==> src/verilog/pecPkg.sv <==
// Sizes fixed for a 3x3 kernel of 4-channel int8 vectors; psums wrap modulo 2^24
`default_nettype none

package pecPkg;

    // =========================================================================
    // Element and vector sizes
    // =========================================================================
    localparam int DataW      = 8;
    localparam int BlockDepth = 4;
    localparam int KernelSize = 3;
    localparam int NumTaps    = KernelSize * KernelSize;

    // Row geometry, 8 outputs need 16 activations through a 9-tap window
    localparam int OutCols = 8;
    localparam int RowActs = OutCols + NumTaps - 1;

    // Psum width and RAM addressing
    localparam int PsumW = 24;
    localparam int AddrW = 3;
    localparam int ColW  = $clog2(RowActs);

    // =========================================================================
    // Types
    // =========================================================================
    typedef logic signed [DataW-1:0]            elemT;
    typedef logic [BlockDepth*DataW-1:0]        vecT;
    typedef vecT [KernelSize-1:0]               rowWeiT;
    // Tap 0 sits in the low bits
    typedef vecT [NumTaps-1:0]                  kernelT;
    typedef logic signed [PsumW-1:0]            psumT;
    typedef logic [AddrW-1:0]                   addrT;
    typedef logic [ColW-1:0]                    colT;

    // Counter limits
    localparam addrT LastAddr = addrT'(OutCols - 1);
    localparam colT  LastCol  = colT'(RowActs - 1);
    // First column whose window is full
    localparam colT  FirstOut = colT'(NumTaps - 1);

endpackage

`default_nettype wire
==> src/verilog/psumCtrl.sv <==
// Psum RAM must return read data one cycle after ramRdEn; no read-after-write bypass
`timescale 1ns/10ps
`default_nettype none

module psumCtrl (
    input  wire logic           clk,
    input  wire logic           rst_n,
    input  wire logic           tapValid,
    input  wire pecPkg::psumT   rowSum0,
    input  wire pecPkg::psumT   rowSum1,
    input  wire pecPkg::psumT   rowSum2,
    // Read port
    output logic                ramRdEn,
    output pecPkg::addrT        ramRdAddr,
    input  wire pecPkg::psumT   ramRdData,
    // Write port
    output logic                ramWrEn,
    output pecPkg::addrT        ramWrAddr,
    output pecPkg::psumT        ramWrData
);

    // =========================================================================
    // Read side
    // =========================================================================

    // One read per full window
    assign ramRdEn = tapValid;

    // Output column counter, wraps after OutCols
    always_ff @(posedge clk or negedge rst_n) begin
        if (!rst_n) begin
            ramRdAddr <= '0;
        end else if (ramRdEn) begin
            if (ramRdAddr == pecPkg::LastAddr) begin
                ramRdAddr <= '0;
            end else begin
                ramRdAddr <= ramRdAddr + 1'b1;
            end
        end
    end

    // =========================================================================
    // Write side
    // =========================================================================

    // Valid and address follow the read by one cycle,
    // lining up with read data and the row sums
    always_ff @(posedge clk or negedge rst_n) begin
        if (!rst_n) begin
            ramWrEn   <= 1'b0;
            ramWrAddr <= '0;
        end else begin
            ramWrEn   <= ramRdEn;
            ramWrAddr <= ramRdAddr;
        end
    end

    // Accumulate, wraps at PsumW
    assign ramWrData = ramRdData + rowSum0 + rowSum1 + rowSum2;

endmodule

`default_nettype wire

==> config.mk <==
export PLATFORM = sky130hd
export DESIGN_NAME = psumCtrl
export DESIGN_NICKNAME = d
export VERILOG_FILES = /design/src/verilog/pecPkg.sv /design/src/verilog/psumCtrl.sv
export SDC_FILE = /design/constraint.sdc
export NUM_CORES = 1
export LEC_CHECK = 0
export BUFFER_PORTS_ARGS = -buffer_cell sky130_fd_sc_hd__buf_2
export CAP_MARGIN = 20
export CORE_MARGIN = 3
export CORE_UTILIZATION = 40
export CTS_BUF_LIST = sky130_fd_sc_hd__clkbuf_4 sky130_fd_sc_hd__clkbuf_8 sky130_fd_sc_hd__clkbuf_16
export DETAILED_ROUTE_END_ITERATION = 8
export PLACE_DENSITY = 0.8
export SLEW_MARGIN = 30
export SYNTH_ARGS = -nofsm -noshare
export SYNTH_HDL_FRONTEND = slang
export SYNTH_SLANG_ARGS = --single-unit
export TNS_END_PERCENT = 1
==> constraint.sdc <==
create_clock -name clk -period 3.69 [get_ports clk]
set_input_delay 0.1845 -clock clk [delete_from_list [all_inputs] [get_ports clk]]
set_output_delay 0.1845 -clock clk [all_outputs]
set_load 0.05 [all_outputs]
==> results_dict.tcl <==
set metrics [dict create \
    outcome "complete, no violations" \
    final_cells 578 \
    nFillCells 629 \
    finalHoldViolations 0 \
    path_clk_slew_ns 0.04 \
    diodes 0 \
    synth.area.top_cells "fa_1 33%, inv_1 17%, ha_1 11%" \
    finalSetupViolCount 0 \
    cts_root_buffer "clkbuf_8" \
    end_kind "primary output" \
    antenna_left 0 \
    drtIter0Drc 76 \
    synth_edf_count 0 \
    dp.cells 573 \
    fin_crit_sh_pct 97.05 \
    first_pass_iters 4 \
    drv_slew 0 \
    gp_congestion 0.7929 \
    max_slew_margin_pct 74.00 \
    clock_path_buffers 2 \
    netlist_area_mm2 0.002813 \
    required_ns 3.51 \
    synthArstFlopShare_pct 100.0 \
    yosys_warnings 0 \
    portBuffers 130 \
    holdCritPathClass "primary input to flop" \
    cts_buffers 3 \
    drt-vias-per-instance 4.588 \
    yosys.area.top_type_share_pct 32.74 \
    finalClockSkew_ns 0.0006324 \
    final_common_cell "inv_1" \
    startpoint_type "primary input" \
    place_area_mm2 0.003626 \
    tightestPinTransition_ns 0.3851 \
    core_mm2 0.006568 \
    syn_to_final_growth_pct 32.30 \
    htree_levels 1 \
    final_area_mm2 0.003721 \
    ir_drop_v 0.0008407 \
    drc 0 \
    mostFrequentLayoutCells "128 x inv_1, 124 x buf_2, 46 x fa_1" \
    dpl.hpwl_um 5760 \
    rsz0062_at_grt "true" \
    avgSynthCellArea_um2 8.153 \
    clkLatencyLatePin_ns 0.23 \
    synth_top_area_cell "fa_1" \
    cts_tree "built" \
    ios 131 \
    grt_pass1_vias 2766 \
    synth_cell_types 47 \
    syn_nets 515 \
    clock-sinks 7 \
    drive_gt1_share_pct 32.37 \
    crit_fanout 4 \
    track_usage_pct 15.84 \
    num_rows 29 \
    die_y_um 89.86 \
    powerDensity_mw_per_mm2 727.9 \
    overflow 0 \
    wl_um 6298 \
    via_count 2652 \
    ys.flop_type "dfrtp_1" \
    drt-wirelength-per-cell_um 10.90 \
    start_util_pct 42.83 \
    die_area_mm2 0.008074 \
    cap_violations 0 \
    ys_ff_latch 7 \
    cts_setup_buffers 0 \
    leakage_nw 2.226 \
    tns_ns 0 \
    arrival_ns 3.40 \
    crit_type "primary input to primary output" \
    grt_pass1_wl_um 11220 \
    synthCells 345 \
    fmax_ghz 0.2792 \
    fp.dieW_um 89.86 \
    grt_max_degree 9 \
    min_period_ns 3.581 \
    timing.hold.ws_ns 0.1328 \
    antenna_found_initial 0 \
    nNetsFinal 656 \
    seq_area_frac_synth_pct 6.228 \
]
-- final cells by class --
type / count / area [um2] / share of cell area, %
Timing Repair Buffer: 138 / 732.0 / 19.67
Clock buffer: 4 / 48.80 / 1.311
Sequential cell: 7 / 175.2 / 4.707
Inverter: 128 / 480.5 / 12.91
Tap cell: 93 / 116.4 / 3.127
Multi-Input combinational cell: 208 / 2168 / 58.27
-- path summary, 6_finish.rpt --
check                        startpoint            end  slack (ns)  depth (start not counted)
max                          rowSum0[1]  ramWrData[21]        0.11                         13
min                            tapValid        ramWrEn        0.13                          1
max reg2reg                ramRdAddr[0]   ramRdAddr[2]        2.42                          3
min reg2reg                ramRdAddr[1]   ramWrAddr[1]        0.42                          0
max in group asynchronous         rst_n   ramRdAddr[0]        3.22                          2
min in group asynchronous         rst_n   ramWrAddr[2]        0.32                          2
-- worst max-delay path, cell delays in order --
cell and delay (ns):
buf_2 0.11, fa_1 0.50, fa_1 0.52, ha_1 0.17, inv_1 0.05, fa_1 0.39, and2b_2 0.26, o2111ai_4 0.14
a21oi_1 0.23, o22ai_1 0.15, o31ai_2 0.24, xor2_1 0.20, buf_4 0.23
-- registers in the layout, summed over array words and instances (netlist names) --
name	cells
ramRdAddr	3
ramWrEn	1
ramWrAddr	3
-- metal layers --
layer / global-route usage (%) / up-vias / share of wire (%)
li1: - / 1328 / -
met1: 19.57 / 1223 / 40
met2: 29.89 / 97 / 51
met3: 2.337 / 4 / 8.2
met4: 2.041 / 0 / 0.57
met5: 0 / - / 0
-- synth_stat cells, drive strengths merged (2+ instances only) --
cell type  number
ha             25
a21oi          17
or3             2
and2            2
nand2          10
o21a            3
o31ai           2
o21ai          13
a21o            9
o22ai           2
xor2            7
xnor2          14
and2b           2
nand3           5
dfrtp           7
fa             46
a21boi          3
a211oi          4
mux2            3
nand2b          2
inv           128
nor3            5
nor2           16
and3            3
-- repair_timing --
item,in CTS,in global routing
pin swaps,0,3
resized for setup,2,15
hold endpoints to repair,7,0
setup endpoints to repair,2,7
hold buffers,1,0
-- report_power, final --
group / internal (mW) / switching [mW] / total, mW
combinational: 0.775 / 1.69 / 2.46
sequential: 0.112 / 0.0209 / 0.133
clock: 0.0821 / 0.0331 / 0.115
total: 0.969 / 1.74 / 2.71
-- logic make-up (layout without fill, tap and decap cells) --
logic type / after synthesis / count (layout) / share of synthesized area [%]
muxes: 3 / 3 / 1.201
xor gates and xnor gates: 21 / 21 / 6.539
and+or+nand+nor: 50 / 50 / 9.165
AOI/OAI and AO/OA: 63 / 63 / 15.53
buffers and inverters: 130 / 270 / 17.48
DFF: 7 / 7 / 6.228
adders and majority gates: 71 / 71 / 43.86
-- metrics by stage --
step	setup WS [ns]	utilization, %	power, mW
after floorplan	-0.07409	-	1.981
after global placement	0.02297	55.21	2.490
after detailed placement	0.0004678	55.21	2.533
after CTS	0.01712	56.22	2.672
after global routing	-0.03982	56.66	2.924
final	0.1087	56.66	2.709
Note: power is estimated with default switching activity, not from simulation.
