$ cat src/verilog/pecPkg.sv
// Sizes fixed for a 3x3 kernel of 4-channel int8 vectors; psums wrap modulo 2^24
`default_nettype none

package pecPkg;

    // =========================================================================
    // Element and vector sizes
    // =========================================================================
    localparam int DataW      = 8;
    localparam int BlockDepth = 4;
    localparam int KernelSize = 3;
    localparam int NumTaps    = KernelSize * KernelSize;

    // Row geometry, 8 outputs need 16 activations through a 9-tap window
    localparam int OutCols = 8;
    localparam int RowActs = OutCols + NumTaps - 1;

    // Psum width and RAM addressing
    localparam int PsumW = 24;
    localparam int AddrW = 3;
    localparam int ColW  = $clog2(RowActs);

    // =========================================================================
    // Types
    // =========================================================================
    typedef logic signed [DataW-1:0]            elemT;
    typedef logic [BlockDepth*DataW-1:0]        vecT;
    typedef vecT [KernelSize-1:0]               rowWeiT;
    // Tap 0 sits in the low bits
    typedef vecT [NumTaps-1:0]                  kernelT;
    typedef logic signed [PsumW-1:0]            psumT;
    typedef logic [AddrW-1:0]                   addrT;
    typedef logic [ColW-1:0]                    colT;

    // Counter limits
    localparam addrT LastAddr = addrT'(OutCols - 1);
    localparam colT  LastCol  = colT'(RowActs - 1);
    // First column whose window is full
    localparam colT  FirstOut = colT'(NumTaps - 1);

endpackage

`default_nettype wire
$ cat src/verilog/actSequencer.sv
// actLast must come only on the 16th activation of a row; column count assumes full rows
`timescale 1ns/10ps
`default_nettype none

module actSequencer (
    input  wire logic                                   clk,
    input  wire logic                                   rst_n,
    // Activations from the previous cluster
    input  wire logic                                   actValid,
    input  wire pecPkg::vecT                            actData,
    input  wire logic                                   actLast,
    output logic                                        actReady,
    // Hand-over to the next cluster
    output logic                                        nxtValid,
    output pecPkg::vecT                                 nxtData,
    output logic                                        nxtLast,
    input  wire logic                                   nxtReady,
    // Weight status
    input  wire logic                                   weiLoaded,
    // Compute side
    output pecPkg::vecT [pecPkg::NumTaps-1:0]           window,
    output logic                                        tapValid,
    output logic                                        layerDone
);

    logic        accept;
    pecPkg::colT colCnt;

    // =========================================================================
    // Input handshake
    // =========================================================================

    // Slot empty or being drained this cycle
    assign actReady  = weiLoaded && (!nxtValid || nxtReady);
    assign accept    = actValid && actReady;

    // Last activation of the layer releases the weights
    assign layerDone = accept && actLast;

    // =========================================================================
    // Forward slot
    // =========================================================================

    // Valid bit
    always_ff @(posedge clk or negedge rst_n) begin
        if (!rst_n) begin
            nxtValid <= 1'b0;
        end else if (accept) begin
            nxtValid <= 1'b1;
        end else if (nxtReady) begin
            nxtValid <= 1'b0;
        end
    end

    // Payload, held while stalled
    always_ff @(posedge clk) begin
        if (accept) begin
            nxtData <= actData;
            nxtLast <= actLast;
        end
    end

    // =========================================================================
    // Sliding window and column count
    // =========================================================================

    // Newest activation enters at tap 8, oldest drops off tap 0
    always_ff @(posedge clk) begin
        if (accept) begin
            window <= {actData, window[pecPkg::NumTaps-1:1]};
        end
    end

    // Column within the row, wraps after RowActs
    always_ff @(posedge clk or negedge rst_n) begin
        if (!rst_n) begin
            colCnt <= '0;
        end else if (accept) begin
            if (colCnt == pecPkg::LastCol) begin
                colCnt <= '0;
            end else begin
                colCnt <= colCnt + 1'b1;
            end
        end
    end

    // One pulse per full window, columns 8 to 15
    always_ff @(posedge clk or negedge rst_n) begin
        if (!rst_n) begin
            tapValid <= 1'b0;
        end else begin
            tapValid <= accept && (colCnt >= pecPkg::FirstOut);
        end
    end

endmodule

`default_nettype wire

$ cat config.mk
export PLATFORM = sky130hd
export DESIGN_NAME = actSequencer
export DESIGN_NICKNAME = d
export VERILOG_FILES = /design/src/verilog/pecPkg.sv /design/src/verilog/actSequencer.sv
export SDC_FILE = /design/constraint.sdc
export NUM_CORES = 1
export LEC_CHECK = 0
export BUFFER_PORTS_ARGS = -buffer_cell sky130_fd_sc_hd__clkbuf_2
export CAP_MARGIN = 15
export CORE_ASPECT_RATIO = 1.4
export CORE_MARGIN = 2
export CORE_UTILIZATION = 45
export CTS_CLUSTER_SIZE = 24
export DETAILED_ROUTE_END_ITERATION = 10
export PLACE_DENSITY = 0.86
export REMOVE_ABC_BUFFERS = 1
export SYNTH_ARGS = -nofsm -noshare
export SYNTH_HDL_FRONTEND = slang
export SYNTH_SLANG_ARGS = --single-unit
$ cat constraint.sdc
create_clock -name clk -period 6.55 [get_ports clk]
set_input_delay 0.3275 -clock clk [delete_from_list [all_inputs] [get_ports clk]]
set_output_delay 0.3275 -clock clk [all_outputs]
set_load 0.05 [all_outputs]
==> results of run 1 <==
==> path summary, 6_finish.rpt <==
check	startpoint	to	slack [ps]	cells after the start
worst max-delay path	nxtValid	window[114]	4020	3
worst min-delay path	actValid	nxtValid	40	3
worst max register to register	nxtValid	window[114]	4020	3
worst min register to register	window[247]	window[215]	440	0
max in group asynchronous	rst_n	colCnt[3]	6200	2
min in group asynchronous	rst_n	colCnt[0]	190	2
==> cell usage after synthesis (all sizes together) <==
master     n  area [um2]
a21o       1        8.76
a31oi      1        6.26
and2       3        21.3
and3       2        12.5
buf       34         250
dfrtp      6         150
edfxtp   289        8680
ha         2        25.0
inv        2        7.51
nand2      2        7.51
nand2b     1        6.26
nand3      4        20.0
nand4      1        6.26
o21ai      2        17.5
o2bb2ai    1        8.76
or3        1        6.26
xnor2      1        8.76
==> placed cells by master (no fill, tap or decap), types with 2 or more instances in the layout <==
cell,n
clkbuf_2,362
edfxtp_1,289
dlygate4sd3_1,34
clkbuf_16,27
clkinv_1,8
dfrtp_1,6
clkbuf_1,5
nand3_1,4
clkinv_2,4
inv_2,2
and2_1,2
and3_1,2
o21ai_2,2
nand2_1,2
ha_1,2
==> state kept, by name, indices dropped and copies added, names as in the netlist <==
name      cells
window      288
colCnt        4
nxtLast       1
nxtValid      1
tapValid      1
==> cells by family (layout without fill, tap and decap cells) <==
logic type,count (synthesis),count (layout),synth area share (%)
compound gates,5,5,0.447
xor+xnor,1,1,0.0948
fa+ha+maj,2,2,0.271
buf+inv,36,445,2.79
flops,295,295,95.5
simple gates,14,14,0.867
==> worst reg2reg max path, cell delays in order, from the launching register on <==
cell and delay [ps]:
dfrtp_1 380, nand2b_1 270, and2_4 520, buf_4 890
==> where the power goes <==
group | internal [uW] | switching, uW
clock | 746 | 615
combinational | 86.1 | 362
sequential | 2170 | 50.1
==> routing by layer <==
metal	vias to the layer above	GRT usage (%)
met1	2297	18.4
met2	227	29.4
met3	43	4.14
met4	0	6.67
met5	-	0
li1	2141	-
==> area by class of cell <==
class	instances	area (um2)	area share (%)
timing repair buffer	398	2180	17.8
multi-input combinational	22	155	1.27
clock buffer	32	694	5.67
tap	256	320	2.62
clock inverter	13	57.6	0.470
sequential	295	8830	72.1
inverter	2	7.51	0.0613
==> metrics by stage <==
| step | utilization (%) | std cells | hold slack [ps] | setup slack [ps] | cell area (um2) |
|---|---|---|---|---|---|
| 4_1_cts | 60.2 | 1018 | 17.2 | 4050 | 12200 |
| 3_3_place_gp | 54.9 | 939 | 164 | 4040 | 11200 |
| 5_1_grt | 60.2 | 1018 | 41.8 | 3860 | 12200 |
| 6_report | 60.2 | 1018 | 44.7 | 4020 | 12200 |
| 2_1_floorplan | - | 319 | 31.9 | 3180 | 8990 |
| 3_5_place_dp | 54.9 | 939 | 166 | 3950 | 11200 |
==> flow_summary.ini, run 1 <==
[timing]
setup_viol = 0
slew_headroom_pct = 27.1
tightest_slew_ps = 1090
fin_crit_ps = 2530
min_period_over_period_pct = 38.6
final.setup.tns_ps = 0
drv_slew = 0
fin_skew_ps = 6.41
grt_setup_unrepaired = no
hold_violations = 0
fmax_ghz = 0.395

[placement]
portBuffers = 362
hpwl_mm = 12.7
gp_congestion = 0.776

[cts]
cts.path.max_buffers = 3
clk_pin_slew_ps = 60
cts_tree = built
clk_latency_ps = 520
postCtsSetupBuffers = 0
cts-root-buf = clkbuf_16
htree_levels = 1
post_cts_resized = 0
clock-sinks = 295
cts_buffers = 26
ctsHoldBuffers = 34

[route]
drt-total-wl_mm = 18.7
drcViolationCount = 0
drtIter0Drc = 334
ant_nets = 0
via_per_inst = 4.62
wl_met1_mm = 6.71
vias = 4708
wl_per_cell_um = 18.3
wl_met3_mm = 1.28
wl_met2_mm = 10.1
top_layer_used = met4
drt_pre_antenna_iters = 4

[cells_and_area]
diodes = 0
fillers = 1488
drive_above_1_share_pct = 52.8
areaGrowthSynthToFinish_pct = 32.5
nNetsFinal = 785

[floorplanning]
pin_count = 363
die-area_um2 = 21700
die_height_um = 174
coreArea_um2 = 20300
fp.dieW_um = 125
start_util_pct = 45.5
rows = 62

[pwr]
powerDensity_nw_per_um2 = 329
finalPower_uw = 4030
total_leakage_power_uw = 0.00487
ir_drop_mv = 0.243

[worst_setup_path]
endpoint_kind = register
cp_top_family = buffers and inverters
cp_slowest_cell = buf_4
crit_chain = nand2b_1, and2_4, buf_4
worst-path-max-fanout = 91
worstSetupPathType = register to register
cp_data_required_time_ps = 6680
arrival_ps = 2660
path_buf_inv = 1
startpoint_type = register
crit_path_max_incr_delay_ps = 880

[synthesis]
synth_cells = 353
ys_ff_latch = 295
syn_area_um2 = 9240
yosysWarnings = 0
synth_cell_types = 19
avgSynthCellArea_um2 = 26.2
ys_seq_area_share_pct = 95.5

[global_routing]
grt_usage_pct = 16.3
grt_first_pass_wirelength_mm = 27.3
grt-ovfl-total = 0
antenna_found_initial = 0
grt_max_degree = 169
grt_pass1_vias = 4731

[min_path]
hp-class = primary input to register

[status]
status = completed

[flow_run]
maxCapViolCount = 0
Note: power is estimated with default switching activity, not from simulation.
==> inputs of run 2 (changes only) <==
Settings changed: CORE_UTILIZATION 45 to 43.
Clock period 6.55 ns to 2.25 ns, I/O delays scaled along.
==> flow_summary.ini, run 2 (same netlist as run 1, synthesis figures left out) <==
[cts]
cts_tree = built
postCtsSetupBuffers = 0
cts_buffers = 27
cts.path.max_buffers = 3
htree_levels = 1
clock-sinks = 295
clk_latency_ps = 510
post_cts_resized = 0
cts-root-buf = clkbuf_16
clk_pin_slew_ps = 60

[route]
ant_nets = 0
vias = 4849
drtIter0Drc = 305
drt-total-wl_mm = 19.5
drcViolationCount = 0
wl_per_cell_um = 18.8
drt_pre_antenna_iters = 4
via_per_inst = 4.66

[worst_setup_path]
r2r_start = nxtValid
worst-path-max-fanout = 9
cp_data_required_time_ps = 2140
endpoint_kind = primary output
rrSetupSlack_ps = 710
cp_slowest_cell = dfrtp_1
cp_top_family = buffers and inverters
crit_chain = nand2b_1, buf_4, and3_1, clkbuf_2
rr_worst_depth = 4
worstSetupPathType = register to primary output
r2r-end = window[77]
arrival_ps = 1600
path_buf_inv = 2
crit_path_max_incr_delay_ps = 380
startpoint_type = register

[cells_and_area]
fin_util_pct = 59.3
nNetsFinal = 801
fillers = 1514
layout.cells.most_common = clkbuf_2
areaGrowthSynthToFinish_pct = 35.5
stdcell_area_um2 = 12500
drive_above_1_share_pct = 53.7
final_cell_mix = clkbuf_2 (362), edfxtp_1 (289), dlygate4sd3_1 (37)
largest_reg_flops = 288
diodes = 0
largest-register = window
largest_registers = window (288), colCnt (4)

[pwr]
total_leakage_power_uw = 0.00501
ir_drop_mv = 0.630
powerDensity_nw_per_um2 = 981
finalPower_uw = 12300

[flow_run]
maxCapViolCount = 0

[global_routing]
grt_first_pass_wirelength_mm = 28.3
grt_pass1_vias = 4825
grt_usage_pct = 16.4
grt_max_degree = 55
antenna_found_initial = 0
grt-ovfl-total = 0

[floorplanning]
rows = 63
die-area_um2 = 22700
die_height_um = 177
fp.dieW_um = 128
pin_count = 363
coreArea_um2 = 21100
start_util_pct = 43.7

[timing]
drv_slew = 0
setup_viol = 0
grt_setup_unrepaired = no
hold_violations = 0
tightest_slew_ps = 310
fin_skew_ps = 6.03
min_period_over_period_pct = 76.2
slew_headroom_pct = 79.2
fmax_ghz = 0.583
final.setup.tns_ps = 0
fin_crit_ps = 1710
setup_slack_ps = 536

[placement]
portBuffers = 362
pre_cts_ws_ps = 540
dpl-instance-area_um2 = 11300
hpwl_mm = 13.6
gp_congestion = 0.798

[min_path]
whs_path_depth = 4
min_from = nxtReady
min_to = nxtValid
hp-class = primary input to register

[status]
status = completed
## run 2: cell types whose count changed in the layout (fill, tap and decap cells not counted)
cell           change
buf_12             +3
buf_4              +9
bufinv_16          +4
clkbuf_1           +1
clkinv_1           -3
clkinv_2           +1
clkinv_4           +1
clkinvlp_4         -1
dlygate4sd3_1      +3
## run 2: metrics by stage
stage,hold WS (ps),std cells
finish,65.4,1040
global route,85.1,1040
CTS,33.8,1040
floorplan,-183,319
global placement,-47.9,955
detailed placement,-42.3,955
## run 2: routing by layer
layer	share of wire (%)	GRT usage, %	wire, um	vias up
met3	5.7	3.56	1120	40
met4	2.8	6.00	537	0
met5	0	0	0	-
met1	36	18.6	6940	2409
li1	-	-	-	2173
met2	56	30.4	10900	227
## run 2: final cells by class
type / count / area (um2) / share of cell area [%]
flip-flops and latches: 295 / 8830 / 70.5
repair buffers: 413 / 2340 / 18.7
clock buffers: 33 / 698 / 5.57
well taps: 260 / 325 / 2.60
clock inverters: 15 / 173 / 1.38
multi-input cells: 22 / 155 / 1.24
inverters: 2 / 7.51 / 0.0599
## run 2: what timing repair did
item / CTS / global route
hold buffers: 37 / 0
endpoints found under the hold margin: 40 / 0
endpoints found under the setup margin: 0 / 0
## run 2: worst max path at each step
stage,start,endpoint,slack [ps],depth (start not counted)
after CTS,nxtValid,layerDone,520,4
final,nxtValid,layerDone,540,4
after global placement,weiLoaded,window[13],650,5
after global routing,nxtValid,layerDone,430,4
after detailed placement,weiLoaded,window[25],540,5
after floorplan,nxtValid,nxtLast,-1120,2
## run 2: worst min-delay path: stages
cell and delay [ps]:
clkbuf_2 80, nand2b_1 120, buf_4 170, nand2_1 60
## run 2: power breakdown
part           internal [uW]  switching (uW)  total [uW]
combinational            278            1060        1340
sequential              6310             152        6470
clock                   2650            1820        4480
total                   9250            3040       12300
==> inputs of run 3 (changes only) <==
Settings changed: CORE_UTILIZATION 43 to 45.
Clock period 2.25 ns to 1.6 ns, I/O delays scaled along.
==> flow_summary.ini, run 3 (same netlist as run 1, synthesis figures left out) <==
[timing]
hold_violations = 0
fin_crit_ps = 1560
fmax_ghz = 0.640
min_period_over_period_pct = 97.7
slew_headroom_pct = 78.9
final.setup.tns_ps = 0
setup_viol = 0
grt_setup_unrepaired = yes
tightest_slew_ps = 316
fin_skew_ps = 6.89
drv_slew = 0
setup_slack_ps = 37.3

[status]
status = completed

[floorplanning]
pin_count = 363
die_height_um = 174
die-area_um2 = 21700
start_util_pct = 45.5
coreArea_um2 = 20300
fp.dieW_um = 125
rows = 62

[cells_and_area]
final_cell_mix = clkbuf_2 (360), edfxtp_1 (289), dlygate4sd3_1 (37)
areaGrowthSynthToFinish_pct = 36.1
drive_above_1_share_pct = 54.4
layout.cells.most_common = clkbuf_2
largest_reg_flops = 288
largest_registers = window (288), colCnt (4)
nNetsFinal = 811
diodes = 0
largest-register = window

[route]
drt_pre_antenna_iters = 4
drcViolationCount = 0
vias = 4877
wl_per_cell_um = 18.7
via_per_inst = 4.67
drt-total-wl_mm = 19.5
ant_nets = 0
drtIter0Drc = 253

[global_routing]
grt_max_degree = 37
grt_pass1_vias = 4949
antenna_found_initial = 0
grt_first_pass_wirelength_mm = 28.8
grt_usage_pct = 17.2
grt-ovfl-total = 0

[pwr]
powerDensity_nw_per_um2 = 1340
total_leakage_power_uw = 0.00504
finalPower_uw = 16900
ir_drop_mv = 1.05

[worst_setup_path]
endpoint_kind = primary output
startpoint_type = register
rrSetupSlack_ps = 80
cp_data_required_time_ps = 1520
r2r_start = nxtValid
worstSetupPathType = register to primary output
r2r-end = window[260]
rr_worst_depth = 4
arrival_ps = 1480
worst-path-max-fanout = 4

[cts]
clk_latency_ps = 510
clk_pin_slew_ps = 70
cts-root-buf = clkbuf_16
cts_buffers = 25
htree_levels = 1
cts_tree = built
clock-sinks = 295
cts.path.max_buffers = 3

[min_path]
hp-class = primary input to register
min_from = weiLoaded
whs_path_depth = 5
min_to = colCnt[1]

[placement]
hpwl_mm = 14.0
gp_congestion = 0.825
pre_cts_ws_ps = 118
portBuffers = 362

[flow_run]
maxCapViolCount = 0
==> run 3: cell count changes in the layout (fill, tap and decap cells not counted), moves of 2 or more <==
cell | previous run | this run
clkinv_2 | 5 | 2
clkbuf_16 | 27 | 25
clkbuf_2 | 362 | 360
clkinv_1 | 5 | 11
clkbuf_1 | 6 | 1
buf_8 | 0 | 2
buf_4 | 10 | 20
clkinvlp_4 | 0 | 2
==> run 3: critical path, stage by stage (launching register included) <==
cell and delay (ps):
dfrtp_1 390, nand2b_1 140, buf_6 130, and3_4 180, buf_8 140
==> run 3: per-layer routing <==
layer	wire (um)	track usage (%)
met5	0	0
met4	641	6.71
met2	10800	32.4
met3	1220	3.58
met1	6830	19.0
==> run 3: worst max-delay path by stage <==
stage / start / endpoint / slack, ps / cells past startpoint
CTS: nxtValid / layerDone / 9 / 4
floorplan: nxtValid / nxtLast / -1770 / 2
detailed placement: nxtValid / window[268] / 120 / 4
global route: nxtValid / layerDone / -20 / 4
global placement: nxtValid / window[260] / 200 / 4
finish: nxtValid / layerDone / 40 / 4
==> run 3: final cells by class <==
cell class / instances / area [um2]
clock inverters: 19 / 165
fillers: 1437 / 7750
repair buffers: 425 / 2460
well taps: 256 / 320
clock buffers: 26 / 629
inverters: 2 / 7.51
flip-flops and latches: 295 / 8830
multi-input cells: 22 / 163
==> run 3: repair_timing <==
item / in CTS / in global routing
pin swaps: 0 / 0
setup endpoints to repair: 2 / 3
hold buffers: 38 / 0
buffers inserted: 1 / 0
endpoints found under the hold margin: 40 / 0
resized for setup: 5 / 4
==> run 3: per-stage QoR <==
step	std cells	util, %	area [um2]	hold slack, ps
6_report	1045	61.9	12600	153
5_1_grt	1045	61.9	12600	161
4_1_cts	1046	61.9	12600	111
3_5_place_dp	962	56.0	11400	-76.9
3_3_place_gp	962	56.0	11400	-78.6
2_1_floorplan	319	-	8990	-216
==> run 3: power breakdown <==
| group | switching (uW) | total [uW] | internal [uW] |
|---|---|---|---|
| registers | 218 | 9090 | 8880 |
| clock network | 2510 | 5840 | 3330 |
| logic | 1490 | 1920 | 425 |
| total | 4230 | 16900 | 12600 |
