<file path="config.mk">
export PLATFORM = sky130hd
export DESIGN_NAME = weightRegs
export DESIGN_NICKNAME = d
export VERILOG_FILES = /design/src/verilog/pecPkg.sv /design/src/verilog/weightRegs.sv
export SDC_FILE = /design/constraint.sdc
export NUM_CORES = 1
export LEC_CHECK = 0
export BUFFER_PORTS_ARGS = -buffer_cell sky130_fd_sc_hd__buf_4
export CAP_MARGIN = 20
export CORE_AREA = 2 2 224 226
export CTS_CLUSTER_SIZE = 40
export DETAILED_ROUTE_END_ITERATION = 10
export DIE_AREA = 0 0 226 228
export MAX_ROUTING_LAYER = met4
export PLACE_DENSITY = 0.51
export SLEW_MARGIN = 30
export SYNTH_ARGS = -nofsm -noshare
export SYNTH_HDL_FRONTEND = slang
export SYNTH_SLANG_ARGS = --single-unit
</file>
<file path="constraint.sdc">
create_clock -name clk -period 12.3 [get_ports clk]
set_clock_uncertainty 0.05 [all_clocks]
set_input_delay 1.845 -clock clk [delete_from_list [all_inputs] [get_ports clk]]
set_output_delay 1.845 -clock clk [all_outputs]
set_load 0.05 [all_outputs]
</file>
<file path="src/verilog/pecPkg.sv">
// Sizes fixed for a 3x3 kernel of 4-channel int8 vectors; psums wrap modulo 2^24
`default_nettype none

package pecPkg;

    // =========================================================================
    // Element and vector sizes
    // =========================================================================
    localparam int DataW      = 8;
    localparam int BlockDepth = 4;
    localparam int KernelSize = 3;
    localparam int NumTaps    = KernelSize * KernelSize;

    // Row geometry, 8 outputs need 16 activations through a 9-tap window
    localparam int OutCols = 8;
    localparam int RowActs = OutCols + NumTaps - 1;

    // Psum width and RAM addressing
    localparam int PsumW = 24;
    localparam int AddrW = 3;
    localparam int ColW  = $clog2(RowActs);

    // =========================================================================
    // Types
    // =========================================================================
    typedef logic signed [DataW-1:0]            elemT;
    typedef logic [BlockDepth*DataW-1:0]        vecT;
    typedef vecT [KernelSize-1:0]               rowWeiT;
    // Tap 0 sits in the low bits
    typedef vecT [NumTaps-1:0]                  kernelT;
    typedef logic signed [PsumW-1:0]            psumT;
    typedef logic [AddrW-1:0]                   addrT;
    typedef logic [ColW-1:0]                    colT;

    // Counter limits
    localparam addrT LastAddr = addrT'(OutCols - 1);
    localparam colT  LastCol  = colT'(RowActs - 1);
    // First column whose window is full
    localparam colT  FirstOut = colT'(NumTaps - 1);

endpackage

`default_nettype wire
</file>
<file path="src/verilog/weightRegs.sv">
// Holds one kernel per layer; a new kernel is taken only after layerDone clears the flag
`timescale 1ns/10ps
`default_nettype none

module weightRegs (
    input  wire logic           clk,
    input  wire logic           rst_n,
    input  wire logic           wtValid,
    input  wire pecPkg::kernelT wtData,
    output logic                wtReady,
    input  wire logic           layerDone,
    output logic                weiLoaded,
    output pecPkg::rowWeiT      rowWei0,
    output pecPkg::rowWeiT      rowWei1,
    output pecPkg::rowWeiT      rowWei2
);

    pecPkg::kernelT kernel;

    // Ready only while no kernel is held
    assign wtReady = !weiLoaded;

    // Loaded flag, set by a transfer and cleared at layer end
    always_ff @(posedge clk or negedge rst_n) begin
        if (!rst_n) begin
            weiLoaded <= 1'b0;
        end else if (wtValid && wtReady) begin
            weiLoaded <= 1'b1;
        end else if (layerDone) begin
            weiLoaded <= 1'b0;
        end
    end

    // Kernel storage
    always_ff @(posedge clk) begin
        if (wtValid && wtReady) begin
            kernel <= wtData;
        end
    end

    // Row split, taps 0-2, 3-5, 6-8
    assign rowWei0 = kernel[2:0];
    assign rowWei1 = kernel[5:3];
    assign rowWei2 = kernel[8:6];

endmodule

`default_nettype wire

</file>
==> metrics, run 1 <==
outcome=complete, no violations; GPL Wtd Cong=roughly 0.79; IO Pins=approximately 580; CTS Buf Count=35; leakage dissipation=~0.0061 uW; setup ws final=roughly 9000 ps; YS warnings=0; Fmax achieved=between 200 and 300 MHz; Post-CTS Setup Inserts=0; Vias=~5.4k; Seq/Total Area, Yosys=around 100%; Synth Register Bits=around 290; gate count after technology mapping=a little under 300; clk sinks=between 200 and 300; core area=roughly 0.049 mm^2; Crit path arrival time=between 3000 and 4000 ps; critical path fanouts, max=about 160; Slew headroom=29.7%; CTS tree=done; Setup crit end kind=flop; RSZ-0062 raised after global routing=false; CTS resizes=0; Clock Tree Root=clkbuf_16; DRT Wirelength=around 27000 um; Final HPWL DP=roughly 21000 um; Pre-antenna DRT Iters=4; final hold slack=around 550 ps; global route overflow=0; share of cells above drive strength 1=about two thirds; H-tree levels=2; peak supply drop=~0.10 mV; Die ar.=about 0.052 mm^2; initial antenna violation count=4; number of vias per cell=around 3.4; final hold violation count=0; setup TNS=0 ps; final layout net count=~1.2k; initial DRC count=~230; Initial Util=between 10% and 20%; power density over the cells=between 150 and 200 mW/mm^2; DRT antenna net count=0; maximum clock path buffer count=3; min-delay worst type=flop to flop; minimum clock period=between 3000 and 4000 ps; Worst-Margin Slew=1050 ps; # setup viols final=0; Req. time, crit path=12390 ps; Core Rows=82; syn_area_per_cell=a little under 30 um^2; fin crit share=around 28%; Worst setup SP type=input pin; hold_buf cts=0; Die W=226 um; first-pass GRT wire length=~37000 um; vias in the first global route=between 5k and 6k; largest net degree at the start of global routing=approximately 160; Slew Viols, Final=0; GRT Total Usage=between 10% and 20%; cell area after layout=between 0.015 and 0.02 mm^2; DRC viols=0; Max-Cap Viols=0; FILL cells=slightly below 5k; Synth Net Count=just under 600; PortBufs=slightly below 600; DP Area=between 0.01 and 0.015 mm^2; post-synth cell types=5; Skew-Pair Late Insertion Delay=530 ps; crit path kind=input pin to flop; wire per inst=between 15 and 20 um; Die Span Y=around 230 um; CTS clk-pin slew, worst paths=~60 ps; synth-to-layout area growth=73.9%; synthesized area=about 0.0087 mm^2; pre-CTS setup slack=8380 ps
## per-stage QoR
step	total power [uW]	cells	utilization, %
after floorplan	1500	292	-
after global placement	1670	1548	28.2
after detailed placement	1680	1549	28.3
after CTS	2730	1611	30.6
after global routing	2780	1614	30.6
final	2680	1614	30.6
## worst max-delay path: stages
cell,delay (ps)
buf_4,80
nor2b_4,110
buf_4,550
buf_12,530
## kinds of logic after synthesis
| logic type | share of synthesized area, % |
|---|---|
| flip-flops | 99.8 |
| AND/OR/NAND/NOR | 0.101 |
| AO/OA/AOI/OAI | 0.0864 |
| buffers and inverters | 0.0431 |
## layer usage
metal  track usage, %  routed length (um)  vias to the layer above
met4             4.22                 727                        0
met1             10.5                9580                     2610
met5                -                   0                        -
met2             17.8               14100                      324
li1                 -                   -                     2453
met3             4.46                3030                       49
## synthesized netlist by cell type
cell type	count	share of area, %
o21bai_1	1	0.086
edfxtp_1	288	99
dfrtp_1	1	0.29
inv_2	1	0.043
nor2b_2	1	0.10
## power breakdown
| group | internal, uW | total (uW) | switching [uW] |
|---|---|---|---|
| Clock | 634 | 1030 | 400 |
| Combinational | 141 | 454 | 312 |
| Sequential | 1170 | 1190 | 20.2 |
## area by class of cell
type                       instances  area [um^2]  area share [%]
antenna                            3         7.51          0.0497
tap                              672          841            5.56
clock buffer                      45          956            6.32
clock inverter                    17          190            1.26
sequential                       289         8670            57.4
inverter                           1         3.75          0.0248
timing repair buffer             585         4420            29.3
multi-input combinational          2         21.3           0.141
## flip-flops by register name, summed over array words and instances (netlist names)
register,flops
rowWei0,96
rowWei1,96
rowWei2,96
weiLoaded,1
## cell usage in the layout, fill, tap and decap left out, drive strengths merged
| cell | instances |
|---|---|
| buf | 585 |
| edfxtp | 288 |
| clkbuf | 45 |
| clkinv | 10 |
| bufinv | 4 |
| diode | 3 |
| inv | 3 |
| nor2b | 1 |
| o21bai | 1 |
| clkinvlp | 1 |
| dfrtp | 1 |
## path summary, 6_finish.rpt
| check | from | end | slack [ps] | depth (start not counted) |
|---|---|---|---|---|
| hold / removal | weiLoaded | weiLoaded | 550 | 2 |
| max in group asynchronous | rst_n | weiLoaded | 11090 | 1 |
| setup / recovery | wtValid | rowWei2[13] | 8910 | 4 |
| setup reg to reg | weiLoaded | rowWei2[13] | 9890 | 3 |
| hold reg to reg | weiLoaded | weiLoaded | 550 | 2 |
| min in group asynchronous | rst_n | weiLoaded | 1030 | 1 |
Power figures use the tool's default switching activity.
==> run 2: changes to the inputs <==
- ABC_AREA: unset -> 1
- CORE_AREA: 2 2 224 226 -> 2 2 229 231
- DIE_AREA: 0 0 226 228 -> 0 0 231 233
- clock period: 12.3 -> 2.9 ns (I/O delays scaled with it)
==> metrics, run 2 <==
IO Pins=582 (unchanged); first-pass GRT wire length=39000 um (was 37400 um); Fmax achieved=about 580 MHz; Core Rows=83 (was 82); Final HPWL DP=20400 um (was 20900 um); fin crit share=59.7%; DRT antenna net count=0 (unchanged); number of vias per cell=3.39 (was 3.37); critical path fanouts, max=92 (was 157); Reg2Reg Depth=4 (was 3); CTS Buf Count=35 (unchanged); most common library cells after synthesis=288 x edfxtp_1, 2 x inv_1, 2 x nand2_2 (was 288 x edfxtp_1, 1 x dfrtp_1, 1 x inv_2, 1 x nor2b_2, 1 x o21bai_1); Die W=231 um (was 226 um); FILL cells=4965 (was 4903); Synth Register Bits=289 (unchanged); Async SR Flop Fraction=0.346% (unchanged); DRC viols=0 (unchanged); maximum clock path buffer count=3 (unchanged); min-delay worst type=input pin to flop (was flop to flop); crit path kind=flop to flop (was input pin to flop); leading area contributor after synthesis=edfxtp_1 (unchanged); commonest non-fill, non-tap cell in the layout=buf_4 (unchanged); Synth Net Count=587 (was 584); Crit path arrival time=1830 ps (was 3480 ps); # setup viols final=0 (unchanged); GPL Wtd Cong=0.790 (was 0.795); DP Area=0.0140 mm^2 (about the same); minimum clock period=roughly 1700 ps; Clock Tree Root=clkbuf_16 (unchanged); initial antenna violation count=7 (was 4); Setup crit end kind=flop (unchanged); GRT Total Usage=10.1% (was 10.5%); final layout net count=1401 (was 1206); Req. time, crit path=3000 ps (was 12390 ps); Max-Cap Viols=0 (unchanged); YS warnings=0 (unchanged); Die Span Y=233 um (was 228 um); RSZ-0062 raised after global routing=false (unchanged); largest net degree at the start of global routing=93 (was 158); Synth area leaders=edfxtp_1 99%, dfrtp_1 0.29%, nand2_2 0.14% (was edfxtp_1 99%, dfrtp_1 0.29%, nor2b_2 0.10%); synthesized area=0.00870 mm^2 (was 0.00869 mm^2); post-synth cell types=6 (was 5); CTS tree=done (unchanged); Slew headroom=64.0% (was 29.7%); core area=0.0511 mm^2 (was 0.0493 mm^2); Initial Util=17.0% (was 17.6%); EDFF count, synth=288 (unchanged); DRT Wirelength=28200 um (was 27400 um); Die ar.=0.0538 mm^2 (was 0.0515 mm^2); final std cells w/o fill=1822 (was 1614); Yosys top cell area share=99.4% (was 99.5%); most frequent cell after synthesis=edfxtp_1 (unchanged); syn_area_per_cell=29.5 um^2 (was 29.8 um^2); wire per inst=15.5 um (was 17.0 um); final hold violation count=0 (unchanged); Post-CTS Setup Inserts=0 (unchanged); leakage dissipation=0.00694 uW (was 0.00612 uW); Seq/Total Area, Yosys=99.7% (was 99.8%); clk sinks=289 (unchanged); Final Power=11600 uW (was 2680 uW); gate count after technology mapping=295 (was 292); global route overflow=0 (unchanged); synth-to-layout area growth=96.4% (was 73.9%); pre-CTS setup slack=1140 ps (was 8380 ps); H-tree levels=2 (unchanged); Worst-Margin Slew=540 ps (was 1050 ps); setup ws final=1170 ps (was 8910 ps); share of cells above drive strength 1=56.6% (was 67.5%); Slew Viols, Final=0 (unchanged); cell area after layout=0.0171 mm^2 (was 0.0151 mm^2); power density over the cells=677 mW/mm^2 (was 177 mW/mm^2); Pre-antenna DRT Iters=4 (unchanged); CTS clk-pin slew, worst paths=60 ps (about the same); PortBufs=581 (unchanged); Worst setup SP type=flop (was input pin); most frequent cells in the layout=586 x buf_4, 288 x edfxtp_1, 187 x dlygate4sd3_1 (was 583 x buf_4, 288 x edfxtp_1, 37 x clkbuf_16); outcome=complete, no violations (unchanged); vias in the first global route=6647 (was 5793); Skew-Pair Late Insertion Delay=510 ps (was 530 ps); initial DRC count=146 (was 233); hold path depth=1 (was 2); Vias=6174 (was 5436); Main synth FF type=edfxtp_1 (unchanged); peak supply drop=0.439 mV (was 0.100 mV); DP Cell Count=1565 (was 1549)
-- run 2: changes by cell type in the layout (fill, tap and decap cells not counted), sizes merged --
cell         change
buf              +5
nor2b            -1
nand2            +3
clkbuf           +5
o21bai           -1
clkinv           -3
clkinvlp         +1
dlygate4sd3    +187
diode            +4
-- run 2: routing by layer --
layer	part of all wire [%]	wire [um]	track usage, %	up-vias
met5	0	0	-	-
met4	3.2	887	4.42	0
met3	11	3010	4.36	61
met2	52	14700	17.4	337
met1	34	9540	9.87	2923
li1	-	-	-	2853
-- run 2: power by group --
group          internal, uW  total, uW  leakage (uW)  switching, uW
clock network          2720       4360      0.000557           1640
logic                   777       2150       0.00366           1370
registers              4980       5060       0.00273           86.4
-- run 2: metrics by stage --
stage	util, %	TNS, ps	hold slack, ps
floorplan	-	-750210	89.4
global placement	27.5	0	161
detailed placement	27.5	0	165
CTS	33.4	0	0.0685
global route	33.4	0	3.77
finish	33.4	0	47.4
-- run 2: area by class of cell --
type / instances / area (um^2) / area share, %
timing repair buffer: 777 / 6350 / 37.2
sequential: 289 / 8670 / 50.8
multi-input combinational: 3 / 21.3 / 0.124
inverter: 3 / 20.0 / 0.117
tap: 680 / 851 / 4.98
clock buffer: 50 / 985 / 5.76
clock inverter: 13 / 166 / 0.974
antenna: 7 / 17.5 / 0.103
-- run 2: worst max-delay path: stages, from the launching register on --
cell and delay (ps):
dfrtp_2 440, inv_6 70, nand2_4 50, clkinvlp_4 240
buf_12 390
-- run 2: worst paths after layout --
check                                 from          end  slack [ps]
worst max-delay path             weiLoaded  rowWei2[67]        1170
worst min-delay path            wtData[13]  rowWei0[13]          50
worst max register to register   weiLoaded  rowWei2[67]        1170
worst min register to register   weiLoaded    weiLoaded         530
max in group asynchronous            rst_n    weiLoaded        2520
min in group asynchronous            rst_n    weiLoaded         190
-- run 2: timing repair --
action | 4_1_cts | 5_1_grt
hold endpoints to repair | 187 | 0
resized for setup | 0 | 0
hold buffers | 187 | 0
-- run 2: cell families after synthesis --
group         Yosys count  synth area share (%)
simple gates            3                 0.187
flops                 289                  99.7
buf+inv                 3                 0.129
==> run 3: changes to the inputs <==
- ABC_AREA: 1 -> 0
- CORE_AREA: 2 2 229 231 -> 2 2 224 226
- DIE_AREA: 0 0 231 233 -> 0 0 226 228
- clock period: 2.9 -> 1.6 ns (I/O delays scaled with it)
==> metrics, run 3 (same netlist as run 1, synthesis figures left out) <==
first-pass GRT wire length=46200 um (was 39000 um); Switch Pwr=5870 uW (was 3100 uW); CTS resizes=0 (unchanged); sequential power share=43.5% (was 43.7%); final layout net count=1523 (was 1401); clock power share=36.2% (was 37.7%); Gate power share=20.3% (was 18.6%); PortBufs=581 (unchanged); share of cells above drive strength 1=52.8% (was 56.6%); DP Cell Count=1576 (was 1565); # setup viols final=0 (unchanged); CTS Buf Count=34 (was 35); Max-Cap Viols=0 (unchanged); GRT Total Usage=12.5% (was 10.1%); H-tree levels=2 (unchanged); Req. time, crit path=1310 ps (was 3000 ps); Die Span Y=228 um (was 233 um); number of vias per cell=3.49 (was 3.39); Vias=6750 (was 6174); Final HPWL DP=23300 um (was 20400 um); Worst-Margin Slew=208 ps (was 540 ps); CTS tree=done (unchanged); Clock Tree Root=clkbuf_16 (unchanged); Setup crit end kind=output pin (was flop); minimum clock period=1530 ps; global route overflow=0 (unchanged); wire per inst=16.9 um (was 15.5 um); Slew Viols, Final=0 (unchanged); fin crit share=95.9%; maximum clock path buffer count=3 (unchanged); Die ar.=0.0515 mm^2 (was 0.0538 mm^2); core area=0.0493 mm^2 (was 0.0511 mm^2); Slew headroom=86.1% (was 64.0%); synth-to-layout area growth=110% (was 96.4%); vias in the first global route=7649 (was 6647); most frequent cells in the layout=602 x buf_4, 291 x dlygate4sd3_1, 288 x edfxtp_1 (was 586 x buf_4, 288 x edfxtp_1, 187 x dlygate4sd3_1); DRC viols=0 (unchanged); power density over the cells=1160 mW/mm^2 (was 677 mW/mm^2); DRT antenna net count=0 (unchanged); Die W=226 um (was 231 um); Worst setup SP type=flop (unchanged); Skew-Pair Late Insertion Delay=520 ps (was 510 ps); Fmax achieved=roughly 650 MHz; CTS clk-pin slew, worst paths=60 ps (about the same); Core Rows=82 (was 83); commonest non-fill, non-tap cell in the layout=buf_4 (unchanged); crit path kind=flop to output pin (was flop to flop); GPL Wtd Cong=0.893 (was 0.790); min-delay worst type=input pin to flop (unchanged); Util after Layout=37.0% (was 33.4%); RSZ-0062 raised after global routing=false (unchanged); Initial Util=17.6% (was 17.0%); clk sinks=289 (unchanged); IO Pins=582 (unchanged); peak supply drop=0.756 mV (was 0.439 mV); final std cells w/o fill=1932 (was 1822); critical path fanouts, max=3 (was 92); reg-to-reg slack, setup=140 ps (was 1170 ps); largest net degree at the start of global routing=31 (was 93); switching share of power=27.8% (was 26.8%); Pre-antenna DRT Iters=4 (unchanged); final hold violation count=0 (unchanged); initial antenna violation count=4 (was 7); leakage dissipation=0.00748 uW (was 0.00694 uW); Crit path arrival time=1240 ps (was 1830 ps); DRT Wirelength=32600 um (was 28200 um); Internal Power=15300 uW (was 8470 uW); outcome=complete, no violations (unchanged); initial DRC count=313 (was 146)
[run 3: cell count changes in the layout (fill, tap and decap cells not counted), sizes merged]
| cell | change |
|---|---|
| clkinv | +7 |
| nand2 | -3 |
| buf | +22 |
| nor2b | +1 |
| dlygate4sd3 | +104 |
| o21bai | +1 |
| diode | -3 |
| clkbuf | -10 |
| clkinvlp | -2 |
| inv | +1 |
[run 3: path summary, 6_finish.rpt]
kind / startpoint / endpoint / depth (start not counted)
setup / recovery: weiLoaded / wtReady / 2
max in group asynchronous: rst_n / weiLoaded / 3
hold / removal: wtValid / rowWei2[12] / 3
setup reg to reg: weiLoaded / rowWei1[30] / 3
hold reg to reg: weiLoaded / weiLoaded / 2
min in group asynchronous: rst_n / weiLoaded / 3
[run 3: layout make-up]
cell class / instances / area, um^2
antenna: 4 / 10.0
clock buffer: 40 / 873
clock inverter: 21 / 223
fill: 4581 / 31100
inverter: 1 / 3.75
multi-input combinational: 2 / 21.3
sequential: 289 / 8670
tap: 672 / 841
timing repair buffer: 903 / 7630
[run 3: critical path, cell delays in order, from the launching register on]
cell and delay (ps):
dfrtp_2 440, inv_2 90, buf_4 200
[run 3: power by group through the flow]
stage	Sequential, uW	Clock (uW)	Combinational [uW]
after floorplan	11200	0	222
after global placement	9340	0	3690
after detailed placement	9340	0	3720
after CTS	9190	7930	4320
after global routing	9240	8190	4460
final	9190	7660	4300
[run 3: metal layers]
layer | track usage (%) | wire [um] | part of all wire [%]
met4 | 5.07 | 943 | 2.9
met2 | 22.3 | 17400 | 53
met5 | - | 0 | 0
met1 | 13.3 | 12100 | 37
met3 | 2.78 | 2170 | 6.7
[run 3: through the flow]
stage	power, uW	TNS [ps]	setup WS (ps)	cell area, um^2	hold slack, ps
2_1_floorplan	11400	-1079480	-3740	8700	-106
3_3_place_gp	13000	0	155	14300	-32.9
3_5_place_dp	13100	0	145	14300	-31.9
4_1_cts	21400	0	26.0	18300	215
5_1_grt	21900	0	6.56	18300	225
6_report	21200	0	65.7	18300	248
[run 3: repair_timing]
action	4_1_cts	5_1_grt
hold endpoints to repair	290	0
buffers inserted	0	0
hold buffers	291	0
